File: config.mk
export PLATFORM = sky130hd
export DESIGN_NAME = token_engine
export DESIGN_NICKNAME = d
export VERILOG_FILES = /design/src/te_pkg.sv /design/src/lane_fifo.sv /design/src/pass_controller.sv /design/src/weight_loader.sv /design/src/fifo_fill_ctrl.sv /design/src/mac_lane_array.sv /design/src/opsum_drain.sv /design/src/glb_arbiter.sv /design/src/token_engine.sv
export SDC_FILE = /design/constraint.sdc
export NUM_CORES = 2
export LEC_CHECK = 0
export BUFFER_PORTS_ARGS = -buffer_cell sky130_fd_sc_hd__buf_2
export CORE_AREA = 2 2 409 411
export CTS_CLUSTER_DIAMETER = 150
export DETAILED_ROUTE_END_ITERATION = 6
export DIE_AREA = 0 0 411 413
export GPL_ROUTABILITY_DRIVEN = 1
export PLACE_DENSITY = 0.67
export SYNTH_ARGS = -nofsm -noshare
export SYNTH_HDL_FRONTEND = slang
export SYNTH_SLANG_ARGS = --single-unit
File: constraint.sdc
create_clock -name clk -period 9.9 [get_ports clk]
set_input_delay 0.495 -clock clk [delete_from_list [all_inputs] [get_ports clk]]
set_output_delay 0.495 -clock clk [all_outputs]
set_load 0.05 [all_outputs]
File: src/te_pkg.sv
// widths, pass phase enum, config, FIFO entry and GLB request types
package te_pkg;

    localparam int GLB_AW = 32;  // word address
    localparam int GLB_DW = 32;

    typedef enum logic [2:0] {
        IDLE,
        WEIGHT_LOAD,
        INIT_FIFO,
        PREHEAT,
        NORMAL_LOOP,
        DONE
    } te_phase_e;

    typedef struct packed {
        logic [GLB_AW-1:0] weight_base;
        logic [GLB_AW-1:0] ifmap_base;
        logic [GLB_AW-1:0] ipsum_base;
        logic [GLB_AW-1:0] bias_base;
        logic [GLB_AW-1:0] opsum_base;
        logic [7:0]        tile_len;   // elements per lane
        logic              is_bias;
    } pass_cfg_t;

    typedef struct packed {
        logic [7:0] act;  // low byte of the GLB word
    } ifmap_entry_t;

    // shared by ipsum and opsum FIFOs
    typedef struct packed {
        logic [GLB_DW-1:0] psum;
    } psum_entry_t;

    typedef struct packed {
        logic              rd;
        logic              wr;
        logic [GLB_AW-1:0] addr;
        logic [GLB_DW-1:0] wdata;
        logic [3:0]        web;
    } glb_req_t;

    typedef enum logic [1:0] {WEIGHT, OPSUM, IPSUM, IFMAP} glb_src_e;

endpackage

File: src/lane_fifo.sv
// lane FIFO with generic payload and one credit pulse per pop
`timescale 1ns/1ps

module lane_fifo #(
    parameter int  DEPTH     = 4,
    parameter type payload_t = logic [7:0]
) (
    input  logic     clk,
    input  logic     rst_n_i,
    input  logic     clear_i,
    input  logic     push_i,
    input  payload_t push_data_i,
    input  logic     pop_i,
    output payload_t pop_data_o,
    output logic     empty_o,
    output logic     credit_o
);

    localparam int PW = (DEPTH > 1) ? $clog2(DEPTH) : 1;
    localparam int CW = $clog2(DEPTH + 1);

    payload_t      mem [DEPTH];
    logic [PW-1:0] wr_ptr, rd_ptr;
    logic [CW-1:0] count;
    logic          do_pop;

    function automatic logic [PW-1:0] next_ptr(input logic [PW-1:0] p);
        return (p == PW'(DEPTH - 1)) ? '0 : p + 1'b1;
    endfunction

    assign empty_o    = (count == '0);
    assign do_pop     = pop_i && !empty_o;
    assign pop_data_o = mem[rd_ptr];  // head always visible

    always_ff @(posedge clk or negedge rst_n_i) begin
        if (!rst_n_i) begin
            wr_ptr   <= '0;
            rd_ptr   <= '0;
            count    <= '0;
            credit_o <= 1'b0;
        end else if (clear_i) begin
            wr_ptr   <= '0;
            rd_ptr   <= '0;
            count    <= '0;
            credit_o <= 1'b0;
        end else begin
            if (push_i) wr_ptr <= next_ptr(wr_ptr);
            if (do_pop) rd_ptr <= next_ptr(rd_ptr);
            count    <= count + CW'(push_i) - CW'(do_pop);
            credit_o <= do_pop;
        end
    end

    always_ff @(posedge clk) begin
        if (push_i) mem[wr_ptr] <= push_data_i;
    end

endmodule

File: src/pass_controller.sv
// pass phase FSM with pass done pulse
`timescale 1ns/1ps

module pass_controller
    import te_pkg::*;
(
    input  logic      clk,
    input  logic      rst_n_i,
    input  logic      pass_start_i,
    input  logic      weight_done_i,
    input  logic      preheat_done_i,
    input  logic      loop_done_i,
    output te_phase_e phase_o,
    output logic      pass_done_o
);

    te_phase_e phase_d;

    always_comb begin
        phase_d = phase_o;
        case (phase_o)
            IDLE: begin
                if (pass_start_i) phase_d = WEIGHT_LOAD;
            end
            WEIGHT_LOAD: begin
                if (weight_done_i) phase_d = INIT_FIFO;
            end
            INIT_FIFO: phase_d = PREHEAT;  // single clear cycle
            PREHEAT: begin
                if (preheat_done_i) phase_d = NORMAL_LOOP;
            end
            NORMAL_LOOP: begin
                if (loop_done_i) phase_d = DONE;
            end
            default: phase_d = IDLE;
        endcase
    end

    always_ff @(posedge clk or negedge rst_n_i) begin
        if (!rst_n_i) begin
            phase_o <= IDLE;
        end else begin
            phase_o <= phase_d;
        end
    end

    // last opsum write already counted by the drain
    assign pass_done_o = (phase_o == NORMAL_LOOP) && loop_done_i;

endmodule

File: src/weight_loader.sv
// weight fetch, one GLB word per lane, and lane weight registers
`timescale 1ns/1ps

module weight_loader
    import te_pkg::*;
#(
    parameter int NUM_LANES = 4
) (
    input  logic                          clk,
    input  logic                          rst_n_i,
    input  te_phase_e                     phase_i,
    input  pass_cfg_t                     cfg_i,
    input  logic                          gnt_i,
    input  logic                          rd_valid_i,
    input  logic [GLB_DW-1:0]             rd_data_i,
    output glb_req_t                      req_o,
    output logic                          req_valid_o,
    output ifmap_entry_t [NUM_LANES-1:0]  weights_o,
    output logic                          done_o
);

    localparam int IW = $clog2(NUM_LANES + 1);

    logic [IW-1:0] req_idx;  // next lane to request
    logic [IW-1:0] ret_idx;  // next lane to fill

    assign req_valid_o = (phase_i == WEIGHT_LOAD) && (req_idx < IW'(NUM_LANES));
    assign req_o = '{rd: 1'b1, wr: 1'b0, addr: cfg_i.weight_base + GLB_AW'(req_idx),
                     wdata: '0, web: '0};
    assign done_o = (ret_idx == IW'(NUM_LANES));

    always_ff @(posedge clk or negedge rst_n_i) begin
        if (!rst_n_i) begin
            req_idx <= '0;
            ret_idx <= '0;
        end else if (phase_i == IDLE) begin
            req_idx <= '0;
            ret_idx <= '0;
        end else begin
            if (gnt_i) req_idx <= req_idx + 1'b1;
            if (rd_valid_i) ret_idx <= ret_idx + 1'b1;
        end
    end

    // returns come back in request order
    always_ff @(posedge clk) begin
        if (rd_valid_i) weights_o[ret_idx] <= '{act: rd_data_i[7:0]};
    end

endmodule

File: src/fifo_fill_ctrl.sv
// ifmap and ipsum/bias read issue under credit, return routing to lane FIFOs
`timescale 1ns/1ps

module fifo_fill_ctrl
    import te_pkg::*;
#(
    parameter int NUM_LANES  = 4,
    parameter int FIFO_DEPTH = 4
) (
    input  logic                 clk,
    input  logic                 rst_n_i,
    input  te_phase_e            phase_i,
    input  pass_cfg_t            cfg_i,
    input  logic                 gnt_i,
    input  logic                 rd_valid_i,
    input  glb_src_e             rd_src_i,
    input  logic [GLB_DW-1:0]    rd_data_i,
    input  logic [NUM_LANES-1:0] ifmap_credit_i,
    input  logic [NUM_LANES-1:0] ipsum_credit_i,
    output logic [NUM_LANES-1:0] ifmap_push_o,
    output logic [NUM_LANES-1:0] ipsum_push_o,
    output ifmap_entry_t         ifmap_data_o,
    output psum_entry_t          ipsum_data_o,
    output glb_req_t             req_o,
    output logic                 req_valid_o,
    output glb_src_e             req_src_o,
    output logic                 preheat_done_o
);

    localparam int CW = $clog2(FIFO_DEPTH + 1);
    localparam int LW = (NUM_LANES > 1) ? $clog2(NUM_LANES) : 1;

    logic [NUM_LANES-1:0][CW-1:0] if_cred, ip_cred;
    logic [NUM_LANES-1:0][7:0]    if_cnt, ip_cnt;   // words issued per lane
    logic [NUM_LANES-1:0]         if_ok, ip_ok, lane_full;
    logic [LW-1:0]                rr, sel, req_lane, tag_lane;
    logic                         found, sel_ip, take;
    logic [GLB_AW-1:0]            lane_off, next_addr;

    always_comb begin
        found  = 1'b0;
        sel_ip = 1'b0;
        sel    = rr;
        for (int l = 0; l < NUM_LANES; l++) begin
            if_ok[l] = (phase_i == PREHEAT || phase_i == NORMAL_LOOP) && (if_cred[l] != '0)
                       && (if_cnt[l] < cfg_i.tile_len);
            ip_ok[l] = (phase_i == NORMAL_LOOP) && (ip_cred[l] != '0)
                       && (ip_cnt[l] < cfg_i.tile_len);
            lane_full[l] = (if_cred[l] == '0) || (if_cnt[l] == cfg_i.tile_len);
        end
        // ipsum scan runs last and so wins over ifmap
        for (int k = NUM_LANES - 1; k >= 0; k--) begin
            if (if_ok[(int'(rr) + k) % NUM_LANES]) begin
                found = 1'b1;
                sel   = LW'((int'(rr) + k) % NUM_LANES);
            end
        end
        for (int k = NUM_LANES - 1; k >= 0; k--) begin
            if (ip_ok[(int'(rr) + k) % NUM_LANES]) begin
                found  = 1'b1;
                sel_ip = 1'b1;
                sel    = LW'((int'(rr) + k) % NUM_LANES);
            end
        end
        lane_off = GLB_AW'(sel) * GLB_AW'(cfg_i.tile_len);
        if (!sel_ip) next_addr = cfg_i.ifmap_base + lane_off + GLB_AW'(if_cnt[sel]);
        else if (cfg_i.is_bias) next_addr = cfg_i.bias_base + GLB_AW'(sel);  // same bias per element
        else next_addr = cfg_i.ipsum_base + lane_off + GLB_AW'(ip_cnt[sel]);
    end

    assign take           = found && (!req_valid_o || gnt_i);
    assign preheat_done_o = (phase_i == PREHEAT) && (&lane_full);

    always_ff @(posedge clk or negedge rst_n_i) begin
        if (!rst_n_i) begin
            if_cred     <= '0;
            ip_cred     <= '0;
            if_cnt      <= '0;
            ip_cnt      <= '0;
            rr          <= '0;
            req_valid_o <= 1'b0;
            req_lane    <= '0;
            req_src_o   <= IFMAP;
            tag_lane    <= '0;
        end else if (phase_i == INIT_FIFO) begin
            for (int l = 0; l < NUM_LANES; l++) begin
                if_cred[l] <= CW'(FIFO_DEPTH);
                ip_cred[l] <= CW'(FIFO_DEPTH);
            end
            if_cnt      <= '0;
            ip_cnt      <= '0;
            rr          <= '0;
            req_valid_o <= 1'b0;
        end else begin
            // credit reserved when the read is queued
            for (int l = 0; l < NUM_LANES; l++) begin
                if_cred[l] <= if_cred[l] + CW'(ifmap_credit_i[l])
                              - CW'(take && !sel_ip && sel == LW'(l));
                ip_cred[l] <= ip_cred[l] + CW'(ipsum_credit_i[l])
                              - CW'(take && sel_ip && sel == LW'(l));
                if_cnt[l]  <= if_cnt[l] + 8'(take && !sel_ip && sel == LW'(l));
                ip_cnt[l]  <= ip_cnt[l] + 8'(take && sel_ip && sel == LW'(l));
            end
            if (gnt_i) tag_lane <= req_lane;  // data returns next cycle
            if (take) begin
                req_valid_o <= 1'b1;
                req_lane    <= sel;
                req_src_o   <= sel_ip ? IPSUM : IFMAP;
                rr          <= LW'((int'(sel) + 1) % NUM_LANES);
            end else if (gnt_i) begin
                req_valid_o <= 1'b0;
            end
        end
    end

    always_ff @(posedge clk) begin
        if (take) req_o <= '{rd: 1'b1, wr: 1'b0, addr: next_addr, wdata: '0, web: '0};
    end

    always_comb begin
        for (int l = 0; l < NUM_LANES; l++) begin
            ifmap_push_o[l] = rd_valid_i && (rd_src_i == IFMAP) && (tag_lane == LW'(l));
            ipsum_push_o[l] = rd_valid_i && (rd_src_i == IPSUM) && (tag_lane == LW'(l));
        end
    end

    assign ifmap_data_o = '{act: rd_data_i[7:0]};
    assign ipsum_data_o = '{psum: rd_data_i};

endmodule

File: src/mac_lane_array.sv
// per-lane multiply-accumulate with opsum credit tracking
`timescale 1ns/1ps

module mac_lane_array
    import te_pkg::*;
#(
    parameter int NUM_LANES  = 4,
    parameter int FIFO_DEPTH = 4
) (
    input  logic                         clk,
    input  logic                         rst_n_i,
    input  te_phase_e                    phase_i,
    input  ifmap_entry_t [NUM_LANES-1:0] weights_i,
    input  ifmap_entry_t [NUM_LANES-1:0] ifmap_head_i,
    input  psum_entry_t  [NUM_LANES-1:0] ipsum_head_i,
    input  logic         [NUM_LANES-1:0] ifmap_empty_i,
    input  logic         [NUM_LANES-1:0] ipsum_empty_i,
    input  logic         [NUM_LANES-1:0] opsum_credit_i,
    output logic         [NUM_LANES-1:0] ifmap_pop_o,
    output logic         [NUM_LANES-1:0] ipsum_pop_o,
    output logic         [NUM_LANES-1:0] opsum_push_o,
    output psum_entry_t  [NUM_LANES-1:0] opsum_data_o
);

    localparam int CW = $clog2(FIFO_DEPTH + 1);

    logic [NUM_LANES-1:0][CW-1:0] op_cred;
    logic [NUM_LANES-1:0]         fire;

    always_comb begin
        for (int l = 0; l < NUM_LANES; l++) begin
            fire[l] = (phase_i == NORMAL_LOOP) && !ifmap_empty_i[l] && !ipsum_empty_i[l]
                      && (op_cred[l] != '0);
        end
    end

    assign ifmap_pop_o = fire;
    assign ipsum_pop_o = fire;  // both heads consumed together

    always_ff @(posedge clk or negedge rst_n_i) begin
        if (!rst_n_i) begin
            op_cred      <= '0;
            opsum_push_o <= '0;
        end else if (phase_i == INIT_FIFO) begin
            for (int l = 0; l < NUM_LANES; l++) op_cred[l] <= CW'(FIFO_DEPTH);
            opsum_push_o <= '0;
        end else begin
            for (int l = 0; l < NUM_LANES; l++) begin
                op_cred[l] <= op_cred[l] + CW'(opsum_credit_i[l]) - CW'(fire[l]);
            end
            opsum_push_o <= fire;
        end
    end

    // unsigned weight times activation
    always_ff @(posedge clk) begin
        for (int l = 0; l < NUM_LANES; l++) begin
            if (fire[l]) begin
                opsum_data_o[l] <= '{psum: GLB_DW'(weights_i[l].act) * GLB_DW'(ifmap_head_i[l].act)
                                           + ipsum_head_i[l].psum};
            end
        end
    end

endmodule

File: src/opsum_drain.sv
// round-robin opsum write-back and write count for loop done
`timescale 1ns/1ps

module opsum_drain
    import te_pkg::*;
#(
    parameter int NUM_LANES = 4
) (
    input  logic                        clk,
    input  logic                        rst_n_i,
    input  te_phase_e                   phase_i,
    input  pass_cfg_t                   cfg_i,
    input  psum_entry_t [NUM_LANES-1:0] heads_i,
    input  logic        [NUM_LANES-1:0] empty_i,
    input  logic                        gnt_i,
    output logic        [NUM_LANES-1:0] pop_o,
    output glb_req_t                    req_o,
    output logic                        req_valid_o,
    output logic                        done_o
);

    localparam int LW = (NUM_LANES > 1) ? $clog2(NUM_LANES) : 1;

    logic [NUM_LANES-1:0][7:0] elem_cnt;
    logic [15:0]               wr_cnt;
    logic [LW-1:0]             rr, pick, sel, lock_lane;
    logic                      any, locked;

    always_comb begin
        any  = 1'b0;
        pick = rr;
        for (int k = NUM_LANES - 1; k >= 0; k--) begin
            if (!empty_i[(int'(rr) + k) % NUM_LANES]) begin
                any  = 1'b1;
                pick = LW'((int'(rr) + k) % NUM_LANES);
            end
        end
        for (int l = 0; l < NUM_LANES; l++) pop_o[l] = gnt_i && (sel == LW'(l));
    end

    assign sel         = locked ? lock_lane : pick;  // stalled request stays on its lane
    assign req_valid_o = (phase_i == NORMAL_LOOP) && (locked || any);
    assign req_o = '{rd: 1'b0, wr: 1'b1,
                     addr: cfg_i.opsum_base + GLB_AW'(sel) * GLB_AW'(cfg_i.tile_len)
                           + GLB_AW'(elem_cnt[sel]),
                     wdata: heads_i[sel].psum, web: 4'hf};
    assign done_o = (phase_i == NORMAL_LOOP) && (wr_cnt == 16'(NUM_LANES) * 16'(cfg_i.tile_len));

    always_ff @(posedge clk or negedge rst_n_i) begin
        if (!rst_n_i) begin
            elem_cnt  <= '0;
            wr_cnt    <= '0;
            rr        <= '0;
            locked    <= 1'b0;
            lock_lane <= '0;
        end else if (phase_i == INIT_FIFO) begin
            elem_cnt <= '0;
            wr_cnt   <= '0;
            rr       <= '0;
            locked   <= 1'b0;
        end else begin
            locked    <= req_valid_o && !gnt_i;
            lock_lane <= sel;
            if (gnt_i) begin
                elem_cnt[sel] <= elem_cnt[sel] + 1'b1;
                wr_cnt        <= wr_cnt + 1'b1;
                rr            <= LW'((int'(sel) + 1) % NUM_LANES);
            end
        end
    end

endmodule

File: src/glb_arbiter.sv
// fixed priority GLB token arbiter with read return steering
`timescale 1ns/1ps

module glb_arbiter
    import te_pkg::*;
(
    input  logic              clk,
    input  logic              rst_n_i,
    input  glb_req_t          wl_req_i,
    input  logic              wl_valid_i,
    input  glb_req_t          drain_req_i,
    input  logic              drain_valid_i,
    input  glb_req_t          fill_req_i,
    input  logic              fill_valid_i,
    input  glb_src_e          fill_src_i,
    input  logic              glb_stall_i,
    input  logic [GLB_DW-1:0] glb_read_data_i,
    output glb_req_t          glb_req_o,
    output logic              wl_gnt_o,
    output logic              drain_gnt_o,
    output logic              fill_gnt_o,
    output logic              wl_rd_valid_o,
    output logic              fill_rd_valid_o,
    output glb_src_e          rd_src_o,
    output logic [GLB_DW-1:0] rd_data_o
);

    glb_src_e cur_src;
    logic     rd_pending;  // read accepted last cycle

    // weight, then opsum write, then fill (ipsum before ifmap inside fill)
    always_comb begin
        glb_req_o   = '0;
        cur_src     = WEIGHT;
        wl_gnt_o    = 1'b0;
        drain_gnt_o = 1'b0;
        fill_gnt_o  = 1'b0;
        if (wl_valid_i) begin
            glb_req_o = wl_req_i;
            wl_gnt_o  = !glb_stall_i;
        end else if (drain_valid_i) begin
            glb_req_o   = drain_req_i;
            cur_src     = OPSUM;
            drain_gnt_o = !glb_stall_i;
        end else if (fill_valid_i) begin
            glb_req_o  = fill_req_i;
            cur_src    = fill_src_i;
            fill_gnt_o = !glb_stall_i;
        end
    end

    always_ff @(posedge clk or negedge rst_n_i) begin
        if (!rst_n_i) begin
            rd_pending <= 1'b0;
            rd_src_o   <= WEIGHT;
        end else begin
            rd_pending <= glb_req_o.rd && !glb_stall_i;
            rd_src_o   <= cur_src;
        end
    end

    assign wl_rd_valid_o   = rd_pending && (rd_src_o == WEIGHT);
    assign fill_rd_valid_o = rd_pending && (rd_src_o == IPSUM || rd_src_o == IFMAP);
    assign rd_data_o       = glb_read_data_i;

endmodule

File: src/token_engine.sv
// token engine top: controller, input side, lanes, output side
`timescale 1ns/1ps

module token_engine
    import te_pkg::*;
#(
    parameter int NUM_LANES  = 4,
    parameter int FIFO_DEPTH = 4
) (
    input  logic              clk,
    input  logic              rst_n_i,
    input  logic              pass_start_i,
    input  pass_cfg_t         pass_cfg_i,
    input  logic              glb_stall_i,
    input  logic [GLB_DW-1:0] glb_read_data_i,
    output logic              pass_done_o,
    output glb_req_t          glb_req_o
);

    pass_cfg_t                    cfg_q;
    te_phase_e                    phase;
    logic                         weight_done, preheat_done, loop_done;
    glb_req_t                     wl_req, fill_req, drain_req;
    logic                         wl_valid, fill_valid, drain_valid;
    logic                         wl_gnt, fill_gnt, drain_gnt;
    logic                         wl_rd_valid, fill_rd_valid;
    glb_src_e                     fill_src, rd_src;
    logic [GLB_DW-1:0]            rd_data;
    ifmap_entry_t [NUM_LANES-1:0] weights, ifmap_head;
    ifmap_entry_t                 ifmap_wdata;
    psum_entry_t                  ipsum_wdata;
    psum_entry_t  [NUM_LANES-1:0] ipsum_head, opsum_head, opsum_wdata;
    logic [NUM_LANES-1:0]         ifmap_push, ifmap_pop, ifmap_empty, ifmap_credit;
    logic [NUM_LANES-1:0]         ipsum_push, ipsum_pop, ipsum_empty, ipsum_credit;
    logic [NUM_LANES-1:0]         opsum_push, opsum_pop, opsum_empty, opsum_credit;

    always_ff @(posedge clk) begin
        if (pass_start_i && phase == IDLE) cfg_q <= pass_cfg_i;
    end

    pass_controller u_ctrl (
        .clk, .rst_n_i, .pass_start_i, .weight_done_i(weight_done),
        .preheat_done_i(preheat_done), .loop_done_i(loop_done),
        .phase_o(phase), .pass_done_o
    );

    weight_loader #(.NUM_LANES(NUM_LANES)) u_wl (
        .clk, .rst_n_i, .phase_i(phase), .cfg_i(cfg_q), .gnt_i(wl_gnt),
        .rd_valid_i(wl_rd_valid), .rd_data_i(rd_data), .req_o(wl_req),
        .req_valid_o(wl_valid), .weights_o(weights), .done_o(weight_done)
    );

    fifo_fill_ctrl #(.NUM_LANES(NUM_LANES), .FIFO_DEPTH(FIFO_DEPTH)) u_fill (
        .clk, .rst_n_i, .phase_i(phase), .cfg_i(cfg_q), .gnt_i(fill_gnt),
        .rd_valid_i(fill_rd_valid), .rd_src_i(rd_src), .rd_data_i(rd_data),
        .ifmap_credit_i(ifmap_credit), .ipsum_credit_i(ipsum_credit),
        .ifmap_push_o(ifmap_push), .ipsum_push_o(ipsum_push),
        .ifmap_data_o(ifmap_wdata), .ipsum_data_o(ipsum_wdata), .req_o(fill_req),
        .req_valid_o(fill_valid), .req_src_o(fill_src), .preheat_done_o(preheat_done)
    );

    glb_arbiter u_arb (
        .clk, .rst_n_i, .wl_req_i(wl_req), .wl_valid_i(wl_valid),
        .drain_req_i(drain_req), .drain_valid_i(drain_valid), .fill_req_i(fill_req),
        .fill_valid_i(fill_valid), .fill_src_i(fill_src), .glb_stall_i, .glb_read_data_i,
        .glb_req_o, .wl_gnt_o(wl_gnt), .drain_gnt_o(drain_gnt), .fill_gnt_o(fill_gnt),
        .wl_rd_valid_o(wl_rd_valid), .fill_rd_valid_o(fill_rd_valid),
        .rd_src_o(rd_src), .rd_data_o(rd_data)
    );

    mac_lane_array #(.NUM_LANES(NUM_LANES), .FIFO_DEPTH(FIFO_DEPTH)) u_lanes (
        .clk, .rst_n_i, .phase_i(phase), .weights_i(weights), .ifmap_head_i(ifmap_head),
        .ipsum_head_i(ipsum_head), .ifmap_empty_i(ifmap_empty), .ipsum_empty_i(ipsum_empty),
        .opsum_credit_i(opsum_credit), .ifmap_pop_o(ifmap_pop), .ipsum_pop_o(ipsum_pop),
        .opsum_push_o(opsum_push), .opsum_data_o(opsum_wdata)
    );

    opsum_drain #(.NUM_LANES(NUM_LANES)) u_drain (
        .clk, .rst_n_i, .phase_i(phase), .cfg_i(cfg_q), .heads_i(opsum_head),
        .empty_i(opsum_empty), .gnt_i(drain_gnt), .pop_o(opsum_pop),
        .req_o(drain_req), .req_valid_o(drain_valid), .done_o(loop_done)
    );

    // three FIFOs per lane, all cleared in INIT_FIFO
    for (genvar l = 0; l < NUM_LANES; l++) begin : g_lane
        lane_fifo #(.DEPTH(FIFO_DEPTH), .payload_t(ifmap_entry_t)) u_ifmap_fifo (
            .clk, .rst_n_i, .clear_i(phase == INIT_FIFO), .push_i(ifmap_push[l]),
            .push_data_i(ifmap_wdata), .pop_i(ifmap_pop[l]), .pop_data_o(ifmap_head[l]),
            .empty_o(ifmap_empty[l]), .credit_o(ifmap_credit[l])
        );
        lane_fifo #(.DEPTH(FIFO_DEPTH), .payload_t(psum_entry_t)) u_ipsum_fifo (
            .clk, .rst_n_i, .clear_i(phase == INIT_FIFO), .push_i(ipsum_push[l]),
            .push_data_i(ipsum_wdata), .pop_i(ipsum_pop[l]), .pop_data_o(ipsum_head[l]),
            .empty_o(ipsum_empty[l]), .credit_o(ipsum_credit[l])
        );
        lane_fifo #(.DEPTH(FIFO_DEPTH), .payload_t(psum_entry_t)) u_opsum_fifo (
            .clk, .rst_n_i, .clear_i(phase == INIT_FIFO), .push_i(opsum_push[l]),
            .push_data_i(opsum_wdata[l]), .pop_i(opsum_pop[l]), .pop_data_o(opsum_head[l]),
            .empty_o(opsum_empty[l]), .credit_o(opsum_credit[l])
        );
    end

endmodule

Word-level counts from Yosys, hierarchy flattened. Memory sizes are Yosys's and may differ from the RTL's. Index checks and enable logic that the tools add are counted.

Bits in registers: 635. Memory bits (writable): 1152. Input port bits: 205. Output and inout bits: 71. Logic and storage cells: 714. Memories: 12.

Add/sub/neg operators: 104. $mul: 6. $lt $le $gt $ge: 22. Equality and inequality tests: 49. Mux-type cells: 238. Bitwise gates (word level): 7. Reduce and logical (&&, ||, !) cells: 173.

Memories: g_lane[0].u_ipsum_fifo.mem (words 4, bits a word 32, read ports 1, clocked after memory_dff 0, wr ports 1, line lane_fifo.sv:22) `payload_t mem [DEPTH];`; g_lane[0].u_opsum_fifo.mem (words 4, bits a word 32, read ports 1, clocked after memory_dff 0, wr ports 1, line lane_fifo.sv:22); g_lane[1].u_ipsum_fifo.mem (words 4, bits a word 32, read ports 1, clocked after memory_dff 0, wr ports 1, line lane_fifo.sv:22); g_lane[1].u_opsum_fifo.mem (words 4, bits a word 32, read ports 1, clocked after memory_dff 0, wr ports 1, line lane_fifo.sv:22); g_lane[2].u_ipsum_fifo.mem (words 4, bits a word 32, read ports 1, clocked after memory_dff 0, wr ports 1, line lane_fifo.sv:22); g_lane[2].u_opsum_fifo.mem (words 4, bits a word 32, read ports 1, clocked after memory_dff 0, wr ports 1, line lane_fifo.sv:22); 6 more memories.

Operator list (count): 32-bit two-way mux (7); 70-bit two-way mux (3); 2-bit two-way mux (92); 16-bit by 32-bit adder with 32-bit output (4); 32-bit by 10-bit adder with 32-bit output (3); 32-bit by 8-bit adder with 32-bit output (3); 1-bit two-way mux (84); 1-bit logical AND (77); 3-bit by 1-bit adder with 3-bit output (24); 3-bit by 1-bit subtractor with 3-bit output (24); 8-bit by 1-bit adder with 8-bit output (8); 32-bit binary-select mux with 2-bit select (1); 32-bit bitwise mux (2); 2-bit equality test (second input constant) (32); 8-bit less-than comparator (8); 8-bit by 8-bit multiplier with 16-bit output (4); 3-bit two-way mux (20); 2-bit by 1-bit adder with 2-bit output (second input constant) (28); 2-bit nonzero test (28); 3-bit logical NOT (17); 8-bit binary-select mux with 2-bit select (3); 8-bit two-way mux (5); 3-bit nonzero test (13); 12-bit two-way mux (3); other kinds (33) (106).

Logic depth before layout (Yosys ltp).
Word-level depth: 20. Depth in mapped cells: 35. Gate-level depth less buffers: 33.

Hierarchy. A second synthesis with hierarchy kept.

Cells, all modules: 6643. Area, all modules: 92150.9 um^2.

Modules (own cells, without submodules): lane_fifo at g_lane[0].u_ipsum_fifo ... (times used 8, cells an instance 212, area each 5132.4 um^2, seq. area each 4043.9 um^2); mac_lane_array (times used 1, cells an instance 1678, area each 16549.6 um^2, seq. area each 4244.1 um^2); fifo_fill_ctrl (times used 1, cells an instance 1486, area each 12784.8 um^2, seq. area each 3364.5 um^2); lane_fifo at g_lane[0].u_ifmap_fifo ... (times used 4, cells an instance 86, area each 1642.8 um^2, seq. area each 1161.1 um^2); opsum_drain (times used 1, cells an instance 687, area each 5211.2 um^2, seq. area each 1326.3 um^2); token_engine (times used 1, cells an instance 171, area each 5097.4 um^2, seq. area each 5074.9 um^2); glb_arbiter (times used 1, cells an instance 364, area each 2418.6 um^2, seq. area each 75.1 um^2); weight_loader (times used 1, cells an instance 203, area each 2298.5 um^2, seq. area each 1111.1 um^2); pass_controller (times used 1, cells an instance 14, area each 160.2 um^2, seq. area each 75.1 um^2).

Worst setup path after synthesis. OpenSTA, ideal clock, no wires.

Kind: register -> output. From: reg g_lane[0].u_opsum_fifo.count[1]. To: out glb_req_o[59] (netlist bit). Data arrival time: 6.607 ns. Data required time: 9.405 ns. Slack: 2.798 ns. Cell stages (with the launch flop): 25. Path buffers: 3. Path through: dfrtp_1 nor3_2 o21ai_0 a31oi_1 nand2b_1 buf_2 buf_2 buf_1 nand2_1 fa_1 fa_1 inv_1 ha_1 inv_1 fa_1 nor2b_1 o21ai_0 a21boi_0 o21ai_0 a21oi_1 a41oi_1 nor3_1 nand4_1 xor2_1 a221oi_1.

RTL lines: from (decl) (line lane_fifo.sv:24) `logic [CW-1:0] count;`; from (signal assigned) (line lane_fifo.sv:49) `count <= count + CW'(push_i) - CW'(do_pop);`; to (decl) (line token_engine.sv:17) `output glb_req_t glb_req_o`.

Final worst setup path.
From: reg cfg_q[3] (netlist bit). To: reg u_fill.req_o[65] (netlist bit) (data pin).

Word-level cells in the longest chain between the ends: 18. Elaborated cells between the ends (all ways): 62. Those cells by class: 5 x add/sub; 1 x mul; 8 x order compare; 40 x mux; 8 x reduce/logical.

Ends and longest elaborated chain: from (decl) (line token_engine.sv:20) `pass_cfg_t cfg_q;`; from (signal assigned) (line token_engine.sv:38) `if (pass_start_i && phase == IDLE) cfg_q <= pass_cfg_i;`; 8-bit less-than comparator (line fifo_fill_ctrl.sv:46) `&& (if_cnt[l] < cfg_i.tile_len);`; 1-bit logical AND (line fifo_fill_ctrl.sv:46); 1-bit binary-select mux with 2-bit select (line fifo_fill_ctrl.sv:53) `if (if_ok[(int'(rr) + k) % NUM_LANES]) begin`; 1-bit two-way mux (not written as such) (2 in series) (line fifo_fill_ctrl.sv:53); 2-bit two-way mux (4 in series) (line fifo_fill_ctrl.sv:53); 2-bit two-way mux (3 in series) (line fifo_fill_ctrl.sv:59) `if (ip_ok[(int'(rr) + k) % NUM_LANES]) begin`; 2-bit two-way mux (*) (line fifo_fill_ctrl.sv:59); net u_fill.sel[0] (line fifo_fill_ctrl.sv:36) `logic [LW-1:0] rr, sel, req_lane, tag_lane;`; 2-bit by 8-bit multiplier with 10-bit output or 8-bit binary-select mux with 2-bit select (tied branches) (line fifo_fill_ctrl.sv:65, fifo_fill_ctrl.sv:68); 32-bit by 10-bit adder with 32-bit output or 8-bit two-way mux (tied branches) (line fifo_fill_ctrl.sv:68) `else next_addr = cfg_i.ipsum_base + lane_off + GLB_AW'(ip_cnt[sel]);`; 32-bit by 8-bit adder with 32-bit output (line fifo_fill_ctrl.sv:68); 32-bit two-way mux (line fifo_fill_ctrl.sv:67) `else if (cfg_i.is_bias) next_addr = cfg_i.bias_base + GLB_AW'(sel);`; 32-bit two-way mux (*) (line fifo_fill_ctrl.sv:66) `if (!sel_ip) next_addr = cfg_i.ifmap_base + lane_off + GLB_AW'(if_cnt[sel]);`; net u_fill.next_addr[29] (line fifo_fill_ctrl.sv:38) `logic [GLB_AW-1:0] lane_off, next_addr;`; to (signal assigned) (line fifo_fill_ctrl.sv:117) `if (take) req_o <= '{rd: 1'b1, wr: 1'b0, addr: next_addr, wdata: '0, web: '0};`; to (decl) (line fifo_fill_ctrl.sv:24) `output glb_req_t req_o,`.

The timed path passes the listed nets; every way through them passes the cells marked *. The select of a mux whose other input is x is not followed. A chain may end at the register's enable or synchronous reset.

==> flow_metrics.py <==
metrics = {
    "critical_path": {
        "cp-start-kind": "flop",
        "path_max_fanout": 25,
        "crit_top_cell": "o21ai_0",
        "max_stage_delay_ns": 0.71,
        "cp_slowest_cell": "a41oi_1",
        "critPathKind": "reg2reg",
        "worst_ep_arrival_time_ns": 9.12,
        "critical_path_required_ns": 10.45,
        "end_kind": "flop",
    },
    "sta": {
        "finalCritPeriodShare": 0.865,
        "hold_viol": 0,
        "finalSetupTns_ns": 0,
        "tightest_slew_ns": 1.17,
        "slew-limit-headroom": 0.219,
        "fin_skew_ns": 0.0599,
        "finalCriticalPeriod_ns": 8.56,
        "setup_slack_ns": 1.34,
        "slew_viol_final": 0,
        "fmax_mhz": 117,
        "holdWs_ns": 0.0639,
        "finalSetupViolCount": 0,
        "rsz0062_at_grt": "no",
    },
    "placed_design": {
        "dp_hpwl_mm": 151,
        "port_buffers": 275,
        "dp.cells": 8345,
        "pre_cts_ws_ns": 1.42,
        "placedInstanceArea_sq_um": 91200,
        "place_congestion": 0.914,
    },
    "logic_synthesis": {
        "yosys_warnings": 0,
        "synth_edf_count": 1513,
        "synth_flop_cell": "edfxtp_1",
        "netlist_area_sq_um": 87100,
        "synthDistinctLibCells": 85,
        "synth_top_area_cell": "edfxtp_1",
        "synth.yosys.seq_area_share": 0.600,
        "yosysTopAreaCellShare": 0.522,
        "syn_inst": 5961,
        "yosys_register_bits": 1786,
        "syn_area_per_cell_sq_um": 14.6,
        "synthArstFlopShare": 0.153,
        "synth_nets": 6842,
        "synthTopCellsByArea": "edfxtp_1 (52%), mux4_2 (8.2%), dfrtp_1 (7.8%), fa_1 (6.0%), ha_1 (6.0%)",
    },
    "die": {
        "dieArea_sq_um": 170000,
        "rows": 150,
        "die_y_um": 413,
        "initial_core_util": 0.525,
        "core_area_sq_um": 166000,
        "io_pins": 276,
        "dieWidth_um": 411,
    },
    "pwr": {
        "p_sw_mw": 12.0,
        "clockPowerShare": 0.229,
        "p_leak_nw": 37.6,
        "switching_share": 0.393,
        "power.total_mw": 30.6,
        "power_density_nw_per_um2": 308,
        "seq_power_share": 0.321,
        "p_int_mw": 18.6,
        "pwr-share-comb": 0.451,
        "ir_drop_mv": 0.408,
    },
    "final_layout": {
        "final_cells": 8865,
        "postLayoutCoreUtil": 0.597,
        "final_common_cell": "edfxtp_1",
        "drive_above_1_share": 0.153,
        "nNetsFinal": 7383,
        "syn2layout_area_growth_pct": 13.8,
        "most-common-layout-cells": "edfxtp_1 (1513), inv_1 (580), nand2_1 (437)",
        "filler_cell_count": 12600,
        "fin_area_sq_um": 99100,
    },
    "clock_network": {
        "clk_pin_slew_ns": 0.07,
        "cts_setup_buffers": 0,
        "postCtsHoldBufs": 177,
        "cts_buffers": 182,
        "cts_tree": "yes",
        "htreeDepth": 4,
        "worstSkewPairLatency_ns": 0.84,
        "cts.path.max_buffers": 3,
        "cts_root_buffer": "clkbuf_16",
        "clock_sinks": 1786,
        "cts-resized-gates": 0,
    },
    "job": {
        "drv_cap": 0,
    },
    "global_routing": {
        "gr-total-overflow": 0,
        "grt_max_degree": 121,
        "track_usage": 0.263,
        "antenna_found_initial": 4,
        "grt_pass1_vias": 51200,
        "grt_pass1_wl_mm": 329,
    },
    "routing": {
        "vias": 51100,
        "wl_mm": 221,
        "first_iter_violations": 4950,
        "detail-route-antenna-nets": 0,
        "vias_per_cell": 5.77,
        "wl_per_cell_um": 25.0,
        "drt-pass1-iter-count": 6,
        "drc": 0,
    },
    "min_path": {
        "hp-class": "in2reg",
    },
    "run_status": {
        "outcome": "completed",
    },
}
## worst max-delay path: cells and delay by family, from the launching register on
kind | cells | cell delay [ns]
muxes | 1 | 0.30
adders and majority gates | 5 | 1.69
AOI/OAI and AO/OA | 13 | 3.28
buffers and inverters | 5 | 0.90
xor gates and xnor gates | 2 | 0.32
DFF | 1 | 0.49
and+or+nand+nor | 7 | 1.30
## layer usage
metal | up-vias | part of all wire | global-route usage
met2 | 1841 | 0.48 | 0.427
met5 | - | 0.00010 | 0
met3 | 326 | 0.065 | 0.0387
met1 | 26200 | 0.43 | 0.371
li1 | 22700 | - | -
met4 | 4 | 0.030 | 0.0797
## state kept, by name, indices dropped and copies added (netlist names), 128 cells and up
register and count:
cfg_q 169, g_lane.u_ifmap_fifo.mem 128, g_lane.u_ipsum_fifo.mem 512, g_lane.u_opsum_fifo.mem 512, u_lanes.opsum_data_o 128
## cells in the mapped netlist, drive strengths merged, types with 128 or more instances
library cell and number:
edfxtp 1513, inv 584, nand2 438, ha 416, mux4 319, nor2 283
and2 278, dfrtp 272, fa 260, xnor2 223, nand3 171, o21ai 162
xor2 139, a21oi 128
## cells by family (layout without fill, tap and decap cells)
kind of cell,count (synthesis),after routing,synth area share
simple gates,1483,1483,0.0835
xor+xnor,362,362,0.0364
other cells,0,1,0
compound gates,539,539,0.0398
buf+inv,756,1455,0.0334
fa+ha+maj,676,676,0.120
mux,359,359,0.0872
flops,1786,1786,0.600
## worst paths after layout
kind	start	endpoint	slack (ns)	cells after the start
setup / recovery	cfg_q[3]	u_fill.req_o[65]	1.34	33
hold / removal	glb_read_data_i[21]	g_lane[2].u_ipsum_fifo.mem[1][21]	0.06	1
setup reg to reg	cfg_q[3]	u_fill.req_o[65]	1.34	33
min in group asynchronous	rst_n_i	u_fill.ip_cnt[18]	0.32	2
hold reg to reg	u_lanes.opsum_data_o[71]	g_lane[2].u_opsum_fifo.mem[0][7]	0.49	0
max in group asynchronous	rst_n_i	g_lane[2].u_opsum_fifo.rd_ptr[0]	8.17	3
## layout make-up
| type | instances | area, sq um | area share |
|---|---|---|---|
| inverters | 584 | 2190 | 0.0221 |
| repair buffers | 529 | 3750 | 0.0378 |
| multi-input cells | 3419 | 32000 | 0.323 |
| diodes | 1 | 2.50 | 0.0000252 |
| clock buffers | 238 | 4920 | 0.0496 |
| clock inverters | 104 | 1210 | 0.0122 |
| flip-flops and latches | 1786 | 52300 | 0.527 |
| well taps | 2204 | 2760 | 0.0278 |
## power by group through the flow
stage	registers [mW]	logic, mW	clock network [mW]
after detailed placement	9.92	13.6	0
final	9.80	13.8	6.99
after floorplan	9.68	9.96	0
after global placement	9.92	13.4	0
after CTS	9.79	13.8	7.09
after global routing	9.86	15.2	7.37
Note: power is estimated with default switching activity, not from simulation.
